--- src/csr_field_pkg.sv ---
/*
 Data types and field layout of the machine CSRs, RV32 only.
 Only MIE/MPIE of mstatus, MEIE/MTIE of mie and MEIP/MTIP of mip
 exist; all other bits read as zero and ignore writes.
 misa reads back with MXL = 1 in bits 31:30.
*/
`default_nettype none

package csr_field_pkg;

	typedef logic [31:0] csr_data_t;
	typedef logic [63:0] mtime_t;	// from the machine timer
	typedef logic [25:0] misa_ext_t;	// extension bits Z..A

	localparam misa_ext_t MISA_EXT_RESET = 26'h000_0100;	// I base only
	localparam logic [1:0] MISA_MXL      = 2'b01;	// 32 bit

	// architectural bit positions
	localparam int unsigned MSTATUS_MIE_BIT  = 3;
	localparam int unsigned MSTATUS_MPIE_BIT = 7;
	localparam int unsigned MTIE_BIT         = 7;
	localparam int unsigned MTIP_BIT         = 7;
	localparam int unsigned MEIE_BIT         = 11;
	localparam int unsigned MEIP_BIT         = 11;
	localparam int unsigned MTVEC_BASE_LSB   = 2;	// mode in 1:0
	localparam int unsigned TCM_EN_BIT       = 0;	// dtcm enable

	// enable bits kept in mie
	typedef struct packed {
		logic meie;	// external
		logic mtie;	// timer
	} mie_bits_t;

	// layout matches the csr word, so a cast maps it directly
	typedef struct packed {
		logic [31:MTVEC_BASE_LSB]   base;
		logic [MTVEC_BASE_LSB-1:0] mode;	// 0 direct, 1 vectored
	} mtvec_t;

	// fixed ids
	localparam csr_data_t MVENDORID_VALUE = 32'h0000_0000;	// non-commercial
	localparam csr_data_t MARCHID_VALUE   = 32'h0000_0000;
	localparam csr_data_t MIMPID_VALUE    = 32'h1000_0000;
	localparam csr_data_t MHARTID_VALUE   = 32'h0000_0000;	// single hart

endpackage

`default_nettype wire

--- src/csr_map_pkg.sv ---
/*
 CSR address map of the machine-level register file, one hart.
 Only the thirteen CSRs listed here exist; any other address is
 reported as illegal, including mepc/mcause/mtval (trap controller).
 Address constants carry an _ADDR suffix so they do not clash with
 the select index labels.
*/
`default_nettype none

package csr_map_pkg;

	typedef logic [11:0] csr_addr_t;	// csr field of the instruction

	// bit order of the one-hot select
	typedef enum logic [3:0] {
		MVENDORID,
		MARCHID,
		MIMPID,
		MHARTID,
		MSTATUS,
		MISA,
		MIE,
		MTVEC,
		MIP,
		TCM_CTRL,
		DTCM_START,
		TIME,
		TIMEH
	} csr_idx_e;

	localparam int unsigned CSR_N = 13;	// implemented csrs

	typedef logic [CSR_N-1:0] csr_sel_t;	// one bit per csr_idx_e

	localparam csr_addr_t MVENDORID_ADDR  = 12'hF11;	// ro
	localparam csr_addr_t MARCHID_ADDR    = 12'hF12;	// ro
	localparam csr_addr_t MIMPID_ADDR     = 12'hF13;	// ro
	localparam csr_addr_t MHARTID_ADDR    = 12'hF14;	// ro
	localparam csr_addr_t MSTATUS_ADDR    = 12'h300;
	localparam csr_addr_t MISA_ADDR       = 12'h301;
	localparam csr_addr_t MIE_ADDR        = 12'h304;
	localparam csr_addr_t MTVEC_ADDR      = 12'h305;
	localparam csr_addr_t MIP_ADDR        = 12'h344;	// live lines, writes ignored
	localparam csr_addr_t TCM_CTRL_ADDR   = 12'h7C0;	// custom
	localparam csr_addr_t DTCM_START_ADDR = 12'h7C1;	// custom
	localparam csr_addr_t TIME_ADDR       = 12'hC01;	// mtime low word
	localparam csr_addr_t TIMEH_ADDR      = 12'hC81;	// mtime high word

	// access kind from the decoder
	typedef enum logic [1:0] {
		WRITE = 2'b00,	// csrrw
		SET   = 2'b01,	// csrrs, or in
		CLEAR = 2'b10	// csrrc, and with inverted data
	} csr_op_e;	// 2'b11 acts as write

endpackage

`default_nettype wire
--- src/csr_access_if.sv ---
/*
 Decoded CSR access, from the decoder to the register blocks and
 the read mux. wr_en is one-hot and only set for a legal write;
 rd_en only for a legal read. Purely combinational signals.
*/
`timescale 1ns/1ps
`default_nettype none

interface csr_access_if;
	import csr_map_pkg::*;
	import csr_field_pkg::*;

	csr_sel_t  sel;	// address match, one-hot or zero
	csr_sel_t  wr_en;	// qualified write strobe per csr
	logic      rd_en;	// qualified read
	csr_op_e   op;	// write, set or clear
	csr_data_t wdata;

	modport decoder (output sel, output wr_en, output rd_en, output op, output wdata);
	modport regs (input wr_en, input op, input wdata);
	modport rdmux (input sel, input rd_en);

endinterface

`default_nettype wire

--- src/mcsr.sv ---
/*
 Machine-level CSR file of a small RV32 core, no debug support.
 One access per cycle: read data and csr_illegal_access are
 combinational, writes take effect at the next cpu_clk edge.
 mepc/mcause/mtval and PMP/S-mode CSRs are not here and decode
 as illegal. No back-pressure, every access is accepted.
*/
`timescale 1ns/1ps
`default_nettype none

module mcsr #(
	parameter csr_field_pkg::csr_data_t VECTOR_ENTRY     = 32'h0000_0000,	// mtvec reset
	parameter csr_field_pkg::csr_data_t DTCM_START_RESET = 32'h0010_0000
) (
	input  wire                           cpu_clk,
	input  wire                           cpu_rstn,
	// decoder side
	input  wire csr_map_pkg::csr_addr_t   csr_addr,
	input  wire                           csr_rd,
	input  wire                           csr_wr,
	input  wire csr_map_pkg::csr_op_e     csr_op,
	input  wire csr_field_pkg::csr_data_t write_data,
	output csr_field_pkg::csr_data_t      read_data,
	output logic                          csr_illegal_access,
	// trap controller side
	input  wire                           meip,
	input  wire                           mtip,
	input  wire                           valid_interrupt,
	input  wire                           mret,
	input  wire csr_field_pkg::mtime_t    mtime,
	output logic                          meie,
	output logic                          mtie,
	output logic                          mstatus_mie,
	output logic [1:0]                    mtvec_mode,
	output csr_field_pkg::csr_data_t      mtvec_base,	// bits 1:0 zero
	// memory controller side
	output logic                          dtcm_en,
	output csr_field_pkg::csr_data_t      dtcm_start_addr
);
	import csr_map_pkg::*;
	import csr_field_pkg::*;

	localparam mtvec_t MTVEC_RESET = '{base: VECTOR_ENTRY[31:MTVEC_BASE_LSB], mode: 2'b00};

	misa_ext_t misa_q;
	mie_bits_t mie_q;
	mie_bits_t mie_wr;	// enable bits picked from write_data
	mtvec_t    mtvec_q;
	logic      mstatus_mpie;

	csr_access_if acc ();

	csr_decode decode_i (
		.csr_addr           (csr_addr),
		.csr_rd             (csr_rd),
		.csr_wr             (csr_wr),
		.csr_op             (csr_op),
		.write_data         (write_data),
		.csr_illegal_access (csr_illegal_access),
		.acc                (acc)
	);

	// misa, extensions only
	csr_rw_field #(.field_t(misa_ext_t), .RESET_VALUE(MISA_EXT_RESET)) misa_i (
		.cpu_clk  (cpu_clk),
		.cpu_rstn (cpu_rstn),
		.wr_en    (acc.wr_en[MISA]),
		.op       (acc.op),
		.wr_field (write_data[$bits(misa_ext_t)-1:0]),
		.q        (misa_q)
	);

	assign mie_wr = '{meie: write_data[MEIE_BIT], mtie: write_data[MTIE_BIT]};

	csr_rw_field #(.field_t(mie_bits_t), .RESET_VALUE(2'b11)) mie_i (	// both enabled
		.cpu_clk  (cpu_clk),
		.cpu_rstn (cpu_rstn),
		.wr_en    (acc.wr_en[MIE]),
		.op       (acc.op),
		.wr_field (mie_wr),
		.q        (mie_q)
	);

	// base always from write_data 31:2
	csr_rw_field #(.field_t(mtvec_t), .RESET_VALUE(MTVEC_RESET)) mtvec_i (
		.cpu_clk  (cpu_clk),
		.cpu_rstn (cpu_rstn),
		.wr_en    (acc.wr_en[MTVEC]),
		.op       (acc.op),
		.wr_field (mtvec_t'(write_data)),
		.q        (mtvec_q)
	);

	csr_rw_field #(.field_t(logic), .RESET_VALUE(1'b1)) tcm_en_i (	// dtcm on after reset
		.cpu_clk  (cpu_clk),
		.cpu_rstn (cpu_rstn),
		.wr_en    (acc.wr_en[TCM_CTRL]),
		.op       (acc.op),
		.wr_field (write_data[TCM_EN_BIT]),
		.q        (dtcm_en)
	);

	csr_rw_field #(.field_t(csr_data_t), .RESET_VALUE(DTCM_START_RESET)) dtcm_start_i (
		.cpu_clk  (cpu_clk),
		.cpu_rstn (cpu_rstn),
		.wr_en    (acc.wr_en[DTCM_START]),
		.op       (acc.op),
		.wr_field (write_data),
		.q        (dtcm_start_addr)
	);

	mstatus_ctrl mstatus_i (
		.cpu_clk         (cpu_clk),
		.cpu_rstn        (cpu_rstn),
		.acc             (acc),
		.valid_interrupt (valid_interrupt),
		.mret            (mret),
		.mstatus_mie     (mstatus_mie),
		.mstatus_mpie    (mstatus_mpie)
	);

	csr_read_mux read_mux_i (
		.acc             (acc),
		.misa            (misa_q),
		.mstatus_mie     (mstatus_mie),
		.mstatus_mpie    (mstatus_mpie),
		.mie             (mie_q),
		.mtvec           (mtvec_q),
		.meip            (meip),
		.mtip            (mtip),
		.dtcm_en         (dtcm_en),
		.dtcm_start_addr (dtcm_start_addr),
		.mtime           (mtime),
		.read_data       (read_data)
	);

	assign meie       = mie_q.meie;
	assign mtie       = mie_q.mtie;
	assign mtvec_mode = mtvec_q.mode;
	assign mtvec_base = {mtvec_q.base, {MTVEC_BASE_LSB{1'b0}}};	// word aligned

endmodule

`default_nettype wire

--- src/csr_read_mux.sv ---
/*
 Read value of the selected CSR, same cycle.
 mip, time and timeh come straight from the input lines.
 Output is zero unless the access is a legal read.
*/
`timescale 1ns/1ps
`default_nettype none

module csr_read_mux (
	csr_access_if.rdmux                    acc,
	input  wire csr_field_pkg::misa_ext_t  misa,
	input  wire                            mstatus_mie,
	input  wire                            mstatus_mpie,
	input  wire csr_field_pkg::mie_bits_t  mie,
	input  wire csr_field_pkg::mtvec_t     mtvec,
	input  wire                            meip,	// external irq line
	input  wire                            mtip,	// timer irq line
	input  wire                            dtcm_en,
	input  wire csr_field_pkg::csr_data_t  dtcm_start_addr,
	input  wire csr_field_pkg::mtime_t     mtime,
	output csr_field_pkg::csr_data_t       read_data
);
	import csr_map_pkg::*;
	import csr_field_pkg::*;

	csr_data_t val [CSR_N];	// architectural view per csr
	csr_data_t sel_or;

	// place fields at their bit positions
	always_comb
	begin
		val = '{default: '0};
		val[MVENDORID] = MVENDORID_VALUE;
		val[MARCHID]   = MARCHID_VALUE;
		val[MIMPID]    = MIMPID_VALUE;
		val[MHARTID]   = MHARTID_VALUE;
		val[MSTATUS][MSTATUS_MIE_BIT]  = mstatus_mie;
		val[MSTATUS][MSTATUS_MPIE_BIT] = mstatus_mpie;
		val[MISA] = {MISA_MXL, 4'h0, misa};	// mxl in 31:30
		val[MIE][MEIE_BIT] = mie.meie;
		val[MIE][MTIE_BIT] = mie.mtie;
		val[MTVEC] = csr_data_t'(mtvec);	// base|mode
		val[MIP][MEIP_BIT] = meip;
		val[MIP][MTIP_BIT] = mtip;
		val[TCM_CTRL][TCM_EN_BIT] = dtcm_en;
		val[DTCM_START] = dtcm_start_addr;
		val[TIME]  = mtime[31:0];
		val[TIMEH] = mtime[63:32];
	end

	// and-or mux, sel is one-hot
	always_comb
	begin
		sel_or = '0;
		for (int i = 0; i < CSR_N; i++)
		begin
			if (acc.sel[i])
				sel_or = sel_or | val[i];
		end
	end

	assign read_data = acc.rd_en ? sel_or : '0;	// zero on illegal or no read

endmodule

`default_nettype wire

--- src/mstatus_ctrl.sv ---
/*
 mstatus MIE/MPIE and the in-interrupt flag.
 Priority per cycle: mret (only while in an interrupt), then
 interrupt entry, then a CSR write. mret outside an interrupt
 is ignored. Nested interrupts are not tracked.
*/
`timescale 1ns/1ps
`default_nettype none

module mstatus_ctrl (
	input  wire        cpu_clk,
	input  wire        cpu_rstn,
	csr_access_if.regs acc,
	input  wire        valid_interrupt,	// trap taken this cycle
	input  wire        mret,	// mret retires this cycle
	output logic       mstatus_mie,
	output logic       mstatus_mpie
);
	import csr_map_pkg::*;
	import csr_field_pkg::*;

	logic in_int;	// between entry and mret
	logic wr;
	logic mie_nxt;
	logic mpie_nxt;

	// single bit write/set/clear
	function automatic logic apply_op(input logic cur, input logic d, input csr_op_e op);
		case (op)
			SET:     return cur | d;
			CLEAR:   return cur & ~d;
			default: return d;
		endcase
	endfunction

	assign wr       = acc.wr_en[MSTATUS];
	assign mie_nxt  = apply_op(mstatus_mie, acc.wdata[MSTATUS_MIE_BIT], acc.op);
	assign mpie_nxt = apply_op(mstatus_mpie, acc.wdata[MSTATUS_MPIE_BIT], acc.op);

	always_ff @(posedge cpu_clk or negedge cpu_rstn)
	begin
		if (!cpu_rstn)
		begin
			in_int       <= 1'b0;
			mstatus_mie  <= 1'b0;
			mstatus_mpie <= 1'b0;
		end
		else if (mret && in_int)
		begin
			mstatus_mie  <= mstatus_mpie;	// restore
			mstatus_mpie <= 1'b1;
			in_int       <= 1'b0;
		end
		else if (valid_interrupt)
		begin
			mstatus_mpie <= mstatus_mie;	// stash
			mstatus_mie  <= 1'b0;	// block further irqs
			in_int       <= 1'b1;
		end
		else if (wr)
		begin
			mstatus_mie  <= mie_nxt;
			mstatus_mpie <= mpie_nxt;
		end
	end

endmodule

`default_nettype wire

--- src/csr_rw_field.sv ---
/*
 One CSR field register with write, set and clear.
 field_t is any packed type; set and clear work bitwise over it.
 The spare op code behaves as a plain write.
 Update lands on the rising edge after wr_en.
*/
`timescale 1ns/1ps
`default_nettype none

module csr_rw_field #(
	parameter type    field_t     = logic,
	parameter field_t RESET_VALUE = '0
) (
	input  wire                       cpu_clk,
	input  wire                       cpu_rstn,
	input  wire                       wr_en,	// legal write to this csr
	input  wire csr_map_pkg::csr_op_e op,
	input  wire field_t               wr_field,	// write data, already sliced
	output field_t                    q
);
	import csr_map_pkg::*;

	field_t nxt;

	// next value for the selected op
	always_comb
	begin
		case (op)
			SET:     nxt = field_t'(q | wr_field);
			CLEAR:   nxt = field_t'(q & ~wr_field);
			default: nxt = wr_field;	// write, spare code
		endcase
	end

	always_ff @(posedge cpu_clk or negedge cpu_rstn)
	begin
		if (!cpu_rstn)
			q <= RESET_VALUE;
		else if (wr_en)
			q <= nxt;	// hold otherwise
	end

endmodule

`default_nettype wire

--- src/csr_decode.sv ---
/*
 Address decode and access check, combinational.
 Illegal: a strobe to an unknown address, or a write to an ID
 register. An illegal access raises no strobe at all, so the
 register blocks never need to check legality again.
*/
`timescale 1ns/1ps
`default_nettype none

module csr_decode (
	input  wire csr_map_pkg::csr_addr_t   csr_addr,
	input  wire                           csr_rd,
	input  wire                           csr_wr,
	input  wire csr_map_pkg::csr_op_e     csr_op,
	input  wire csr_field_pkg::csr_data_t write_data,
	output logic                          csr_illegal_access,
	csr_access_if.decoder                 acc
);
	import csr_map_pkg::*;

	csr_sel_t sel;
	logic     hit;	// address exists
	logic     ro_hit;	// one of the id regs
	logic     illegal;

	// address to one-hot
	always_comb
	begin
		sel = '0;
		case (csr_addr)
			MVENDORID_ADDR:  sel[MVENDORID]  = 1'b1;
			MARCHID_ADDR:    sel[MARCHID]    = 1'b1;
			MIMPID_ADDR:     sel[MIMPID]     = 1'b1;
			MHARTID_ADDR:    sel[MHARTID]    = 1'b1;
			MSTATUS_ADDR:    sel[MSTATUS]    = 1'b1;
			MISA_ADDR:       sel[MISA]       = 1'b1;
			MIE_ADDR:        sel[MIE]        = 1'b1;
			MTVEC_ADDR:      sel[MTVEC]      = 1'b1;
			MIP_ADDR:        sel[MIP]        = 1'b1;
			TCM_CTRL_ADDR:   sel[TCM_CTRL]   = 1'b1;
			DTCM_START_ADDR: sel[DTCM_START] = 1'b1;
			TIME_ADDR:       sel[TIME]       = 1'b1;
			TIMEH_ADDR:      sel[TIMEH]      = 1'b1;
			default:         sel = '0;	// unknown, incl. mepc/mcause/mtval
		endcase
	end

	assign hit    = |sel;
	assign ro_hit = sel[MVENDORID] | sel[MARCHID] | sel[MIMPID] | sel[MHARTID];

	// unknown address, or write to read-only id
	assign illegal = ((csr_rd | csr_wr) & ~hit) | (csr_wr & ro_hit);
	assign csr_illegal_access = illegal;

	assign acc.sel   = sel;
	assign acc.wr_en = (csr_wr & ~illegal) ? sel : '0;	// mip/time writes land nowhere
	assign acc.rd_en = csr_rd & ~illegal;	// hit implied
	assign acc.op    = csr_op;
	assign acc.wdata = write_data;

endmodule

`default_nettype wire

--- config.mk ---
export PLATFORM = sky130hd
export DESIGN_NAME = mcsr
export DESIGN_NICKNAME = d
export VERILOG_FILES = /design/src/csr_field_pkg.sv /design/src/csr_map_pkg.sv /design/src/csr_access_if.sv /design/src/mcsr.sv /design/src/csr_read_mux.sv /design/src/mstatus_ctrl.sv /design/src/csr_rw_field.sv /design/src/csr_decode.sv
export SDC_FILE = /design/constraint.sdc
export NUM_CORES = 1
export LEC_CHECK = 0
export ABC_AREA = 1
export BUFFER_PORTS_ARGS = -buffer_cell sky130_fd_sc_hd__buf_2
export CAP_MARGIN = 30
export CORE_MARGIN = 3
export CORE_UTILIZATION = 35
export DETAILED_ROUTE_END_ITERATION = 10
export PLACE_DENSITY = 0.55
export SLEW_MARGIN = 40
export SYNTH_ARGS = -nofsm -noshare
export SYNTH_HDL_FRONTEND = slang
export SYNTH_SLANG_ARGS = --single-unit
--- constraint.sdc ---
create_clock -name cpu_clk -period 4.05 [get_ports cpu_clk]
set_input_delay 0.405 -clock cpu_clk [delete_from_list [all_inputs] [get_ports cpu_clk]]
set_output_delay 0.405 -clock cpu_clk [all_outputs]
set_load 0.05 [all_outputs]
After elaboration in Yosys (flattened, before gate mapping)
Index checks and enable logic that the tools add are counted.

Flip-flop bits (word level): 96. Input port bits: 118. Output and inout port bits: 103. Logic and storage cells: 109.

Equality and inequality tests: 15. Muxes and demuxes: 40. Bitwise gates (word level): 40. Reduce and logical (&&, ||, !) cells: 4.

Operators by type and width (number): 32-bit two-way mux (10); 32-bit OR (6); 32-bit one-hot mux with 2 select lines (2); 12-bit == test (second input constant) (6); 32-bit bitwise AND (2); 32-bit by 12-bit OR with 32-bit output (2); 12-bit by 10-bit == test with 1-bit output (second input constant) (5); 26-bit one-hot mux with 2 select lines (1); 32-bit inverter (1); 32-bit by 1-bit OR with 32-bit output (1); 32-bit by 31-bit OR with 32-bit output (1); 32-bit by 8-bit OR with 32-bit output (1); 29-bit two-way mux (1); 26-bit bitwise AND (1); 26-bit inverter (1); 26-bit OR (1); 12-bit by 11-bit == test with 1-bit output (second input constant) (2); 1-bit two-way mux (21); 13-bit OR reduction (1); 11-bit two-way mux (1); 1-bit OR (8); 1-bit bitwise AND (7); 1-bit one-hot mux with 2 select lines (3); 1-bit inverter (5); other kinds (9) (9).

Logic depth before layout (Yosys ltp)
Word-level depth: 22. Mapped depth: 13.

By module
A second synthesis with hierarchy kept.

Cell total of the unflattened synthesis: 1401. Area total of the unflattened synthesis: 8046.5 um^2.

Modules (own cells, without submodules): csr_rw_field (dtcm_start_i) (instances 1, cells each 311, area each 1958.1 um^2, sequential area each 802.0 um^2); csr_rw_field (mtvec_i) (instances 1, cells each 311, area each 1956.9 um^2, sequential area each 800.8 um^2); csr_rw_field (misa_i) (instances 1, cells each 253, area each 1616.6 um^2, sequential area each 651.9 um^2); csr_read_mux (instances 1, cells each 307, area each 1252.5 um^2, sequential area each 0.0 um^2); csr_decode (instances 1, cells each 136, area each 723.2 um^2, sequential area each 0.0 um^2); mstatus_ctrl (instances 1, cells each 39, area each 257.7 um^2, sequential area each 75.1 um^2); csr_rw_field (mie_i) (instances 1, cells each 25, area each 158.9 um^2, sequential area each 52.6 um^2); csr_rw_field (tcm_en_i) (instances 1, cells each 16, area each 103.8 um^2, sequential area each 26.3 um^2); mcsr (instances 1, cells each 3, area each 18.8 um^2, sequential area each 0.0 um^2).

Worst setup path before layout
Ideal clock, no wire load.

Path kind: input to output. From: input csr_addr[5]. To: output read_data[28]. Data arrival time: 2345 ps. Required time: 3645 ps. Path slack: 1300 ps. Stages: 12. Path buffers: 1. Path through: nor2_1 > nand2_4 > nor2_4 > nand2_1 > nand2_1 > nor2_2 > nand3_4 > o21ai_2 > inv_2 > nand2_2 > buf_6 > nor2_1.

Elaborated cells on any way between the ends: 56. Classes of those cells: eq/ne: 13; mux: 24; bitwise: 18; reduce/logical: 1.

RTL lines: from (decl) (line mcsr.sv:18) `input wire csr_map_pkg::csr_addr_t csr_addr,`; 12-bit == test (line csr_decode.sv:30) `case (csr_addr)`; 1-bit two-way mux (line csr_decode.sv:30); 1-bit OR (3 in a row) (line csr_decode.sv:49) `assign ro_hit = sel[MVENDORID] | sel[MARCHID] | sel[MIMPID] | sel[MHARTID];`; 1-bit bitwise AND (line csr_decode.sv:52) `assign illegal = ((csr_rd | csr_wr) & ~hit) | (csr_wr & ro_hit);`; 1-bit OR (*) (line csr_decode.sv:52); via csr_illegal_access (line mcsr.sv:24) `output logic csr_illegal_access,`; 1-bit inverter (*) (line csr_decode.sv:57) `assign acc.rd_en = csr_rd & ~illegal;`; 1-bit bitwise AND (*) (line csr_decode.sv:57); 32-bit two-way mux (*) (line csr_read_mux.sv:62) `assign read_data = acc.rd_en ? sel_or : '0;`; to (decl) (line mcsr.sv:23) `output csr_field_pkg::csr_data_t read_data,`.

The timed path passes the listed nets; every way through them passes the cells marked *.

Worst setup path in the final report
From: input csr_addr[8]. To: output read_data[7].

Longest elaborated chain between the ends: 20. Elaborated cells on any way between the ends: 54. Classes of those cells: eq/ne: 13; mux: 23; bitwise: 17; reduce/logical: 1.

RTL lines: 12-bit by 10-bit == test with 1-bit output (line csr_decode.sv:30); 1-bit two-way mux (line csr_decode.sv:30); 32-bit two-way mux (line csr_read_mux.sv:57) `if (acc.sel[i])`; 32-bit by 31-bit OR with 32-bit output (line csr_read_mux.sv:58) `sel_or = sel_or | val[i];`; 32-bit two-way mux (line csr_read_mux.sv:57); 32-bit by 12-bit OR with 32-bit output (line csr_read_mux.sv:58); 32-bit two-way mux (line csr_read_mux.sv:57); 32-bit OR (line csr_read_mux.sv:58); [4 not listed]; 32-bit two-way mux (line csr_read_mux.sv:57); 32-bit OR (line csr_read_mux.sv:58); 32-bit two-way mux (line csr_read_mux.sv:57); 32-bit OR (line csr_read_mux.sv:58); 32-bit two-way mux (line csr_read_mux.sv:57); 32-bit OR (line csr_read_mux.sv:58); 32-bit two-way mux (line csr_read_mux.sv:57); 32-bit two-way mux (*) (line csr_read_mux.sv:62).

Mark *: on every way between the ends. The rest lies on a longest branch, timed or not.

==> results.sh <==
export IMPL_cp_cell_sequence="buf_2 > nand2_2 > inv_2 > nand2_2 > nor2_4 > nand2_4 > nand2_1 > nor2_2 > nand3_4 > o21ai_2 > inv_2 > nand2_2 > buf_4 > nor2_1 > buf_2"
export IMPL_die_w_um=151.6
export IMPL_cts_tree="yes"
export IMPL_syn_to_final_growth_pct=22.28
export IMPL_routed_via_density=5.067
export IMPL_cts_reportedPaths_clkPinSlew_ns=0.07
export IMPL_clkPwrFrac_pct=43.1
export IMPL_grt_antenna_before_repair=2
export IMPL_max_freq_ghz=0.3075
export IMPL_syn_area_um2=7420
export IMPL_critPathKind="in2out"
export IMPL_num_rows=52
export IMPL_fin_setup_tns_ns=0
export IMPL_finalSetupViolCount=0
export IMPL_reg2reg_to="mstatus_i.mstatus_mpie$_DFFE_PN0P_"
export IMPL_synth_compound_area_share_pct=30.62
export IMPL_slowest_delay_ns=0.48
export IMPL_yosysWarnings=0
export IMPL_worstPathRequired_ns=3.64
export IMPL_cts_hold_buffers=0
export IMPL_drc=0
export IMPL_dp_cells=1515
export IMPL_fin_cells=1534
export IMPL_power_internal_w=0.001754
export IMPL_drv_slew=0
export IMPL_synth_top_family_by_area="compound AO/OA/AOI/OAI gates"
export IMPL_via_count=7773
export IMPL_r2r_start="mstatus_i.in_int$_DFFE_PN0P_"
export IMPL_postCtsSetupBuffers=0
export IMPL_die_area_um2=22980
export IMPL_cts_buffers=9
export IMPL_synth_most_common_cell="a21oi_1"
export IMPL_avgSynthCellArea_um2=6.947
export IMPL_grt_ovfl_total=0
export IMPL_ios=221
export IMPL_fillCellCount=2150
export IMPL_status="finished clean"
export IMPL_ys_top_cells_by_count="a21oi_1, inv_1, nand2_1"
export IMPL_cts_resized=0
export IMPL_clockRootBuffer="clkbuf_16"
export IMPL_ys_flop_type="dfrtp_1"
export IMPL_power_density_nw_per_um2=266.8
export IMPL_timing_final_crit_share_pct=80.30
export IMPL_antenna_left=0
export IMPL_hpwl_mm=17.22
export IMPL_place_congestion=0.8653
export IMPL_max_clock_path_buffers=2
export IMPL_ys_ff_latch=96
export IMPL_swShare_pct=27.52
export IMPL_synth_cell_types=38
export IMPL_pwr_share_seq_pct=40.0
export IMPL_portBuffers=218
export IMPL_rsz0062_at_grt="false"
export IMPL_yosys_top_cells_area="dfrtp_1, a21oi_1, inv_1"
export IMPL_layout_drive_gt1_share_pct=32.70
export IMPL_final_area_um2=9072
export IMPL_hold_viol_final=0
export IMPL_min_period_ns=3.252
export IMPL_synth_largest_area_cell="dfrtp_1"
export IMPL_drt_iter0_drc=463
export IMPL_reg2reg_depth=8
export IMPL_grt_max_degree=86
export IMPL_worstPathMaxFanout=28
export IMPL_synth_adder_area_share_pct=0.3373
export IMPL_total_power_w=0.002421
export IMPL_ys_seq_area_share_pct=32.46
export IMPL_critPathTopFamily="simple AND/OR/NAND/NOR gates"
export IMPL_synth_simple_gate_area_share_pct=22.33
export IMPL_peakVddDrop_mv=0.1792
export IMPL_setup_ws_ns=0.7980
export IMPL_slew_headroom_pct=45.49
export IMPL_core_um2=20560
export IMPL_grt_pass1_vias=7304
export IMPL_slowest_stage="nand2_2"
export IMPL_p_sw_w=0.0006662
export IMPL_multi_input_area_um2=3974
export IMPL_clk_latency_ns=0.35
export IMPL_end_kind="primary output"
export IMPL_cap_violations=0
export IMPL_register_area_um2=2409
export IMPL_combPwrFrac_pct=16.9
export IMPL_placed_area_um2=8657
export IMPL_cp_arrival_ns=2.85
export IMPL_htree_levels=3
export IMPL_cpMostUsedCell="nand2_2"
export IMPL_leakagePower_nw=4.365
export IMPL_synth_mux_area_share_pct=0
export IMPL_worst_r2r_setup_slack_ns=2.82
export IMPL_async_flop_share_pct=100.0
export IMPL_synth_xor_area_share_pct=0
export IMPL_detail_route_wirelength_mm=24.47
export IMPL_grtUsageTotal_pct=21.28
export IMPL_path_buf_inv=5
export IMPL_die_h_um=151.6
export IMPL_firstDrtPassIters=5
export IMPL_start_util_pct=36.09
export IMPL_finalClockSkew_ns=0.0002202
export IMPL_grt_pass1_wl_mm=38.51
export IMPL_worstMarginPinSlew_ns=0.8161
export IMPL_cts_sinks=96
export IMPL_syn_inst=1068
export IMPL_synth_top_area_share_pct=30.69
export IMPL_fin_nets=1378
export IMPL_cp_start_kind="input pin"
export IMPL_dp_slack_ns=0.7828
export IMPL_routedWlPerCell_um=15.95
export IMPL_synth_edf_count=0
export IMPL_hold_path_class="in2async"
==> cells by family (layout without fill, tap and decap cells) <==
logic type               Yosys count  after routing
other                              1              3
AND/OR/NAND/NOR                  343            343
AO/OA/AOI/OAI                    382            382
buffers and inverters            244            438
flip-flops                        96             96
adder cells (fa/ha/maj)            2              2
==> routing by layer <==
| metal | vias up | wire, µm | track usage, % |
|---|---|---|---|
| met5 | - | 13 | 0 |
| met4 | 2 | 315 | 5.481 |
| met3 | 31 | 1773 | 3.569 |
| met2 | 273 | 11100 | 34.76 |
| met1 | 3599 | 11270 | 29.33 |
| li1 | 3868 | - | - |
==> worst max-delay path by stage <==
stage                      from             to  slack, ns  depth (start not counted)
floorplan           csr_addr[5]  read_data[28]       1.30                         12
global placement    csr_addr[8]   read_data[7]       0.83                         15
detailed placement  csr_addr[8]   read_data[7]       0.78                         15
CTS                 csr_addr[8]   read_data[7]       0.77                         15
global route        csr_addr[8]   read_data[7]       0.59                         15
finish              csr_addr[8]   read_data[7]       0.80                         15
==> flip-flops by register name, indices dropped and copies added, names as in the netlist <==
register,flops
mstatus_i.mstatus_mpie,1
mtvec_i.q,32
mstatus_i.in_int,1
mstatus_i.mstatus_mie,1
misa_i.q,26
mie_i.q,2
tcm_en_i.q,1
dtcm_start_i.q,32
==> power by group through the flow <==
stage / Sequential [W] / Clock, W / Combinational (W)
after CTS: 0.000969 / 0.00107 / 0.000404
after global placement: 0.000987 / 0 / 0.000400
after global routing: 0.000969 / 0.00111 / 0.000467
after detailed placement: 0.000987 / 0 / 0.000403
final: 0.000969 / 0.00104 / 0.000408
after floorplan: 0.000995 / 0 / 0.000246
==> area by class of cell <==
class	instances	area share (%)
Multi-Input combinational cell	729	43.80
Timing Repair Buffer	235	14.14
Tap cell	270	3.724
Inverter	187	7.737
Antenna cell	1	0.02758
Clock inverter	4	1.090
Sequential cell	96	26.55
Clock buffer	12	2.938
==> stage by stage <==
step | util [%] | hold WS, ns
floorplan | - | 0.1094
global placement | 42.09 | 0.4623
detailed placement | 42.11 | 0.4487
CTS | 43.88 | 0.06597
global route | 44.13 | 0.07560
finish | 44.13 | 0.03536
==> placed cells by master (no fill, tap or decap), types with 2 or more instances in the layout <==
cell / count
buf_12: 3
nor2_4: 4
nand4_1: 10
inv_1: 179
conb_1: 2
nand2_4: 3
nand2_2: 62
nand3_1: 12
o211ai_1: 23
a211oi_1: 2
clkbuf_16: 9
o21ai_0: 45
buf_2: 217
clkbuf_8: 3
o21ai_2: 65
nand4_4: 3
nor3_1: 6
o21ai_1: 26
dfrtp_1: 91
nand2_1: 152
o22ai_1: 31
inv_2: 8
bufinv_16: 3
nor2_1: 78
nor2_2: 7
a21oi_1: 186
dfstp_2: 5
buf_4: 13
(Power assumes the default switching activity.)
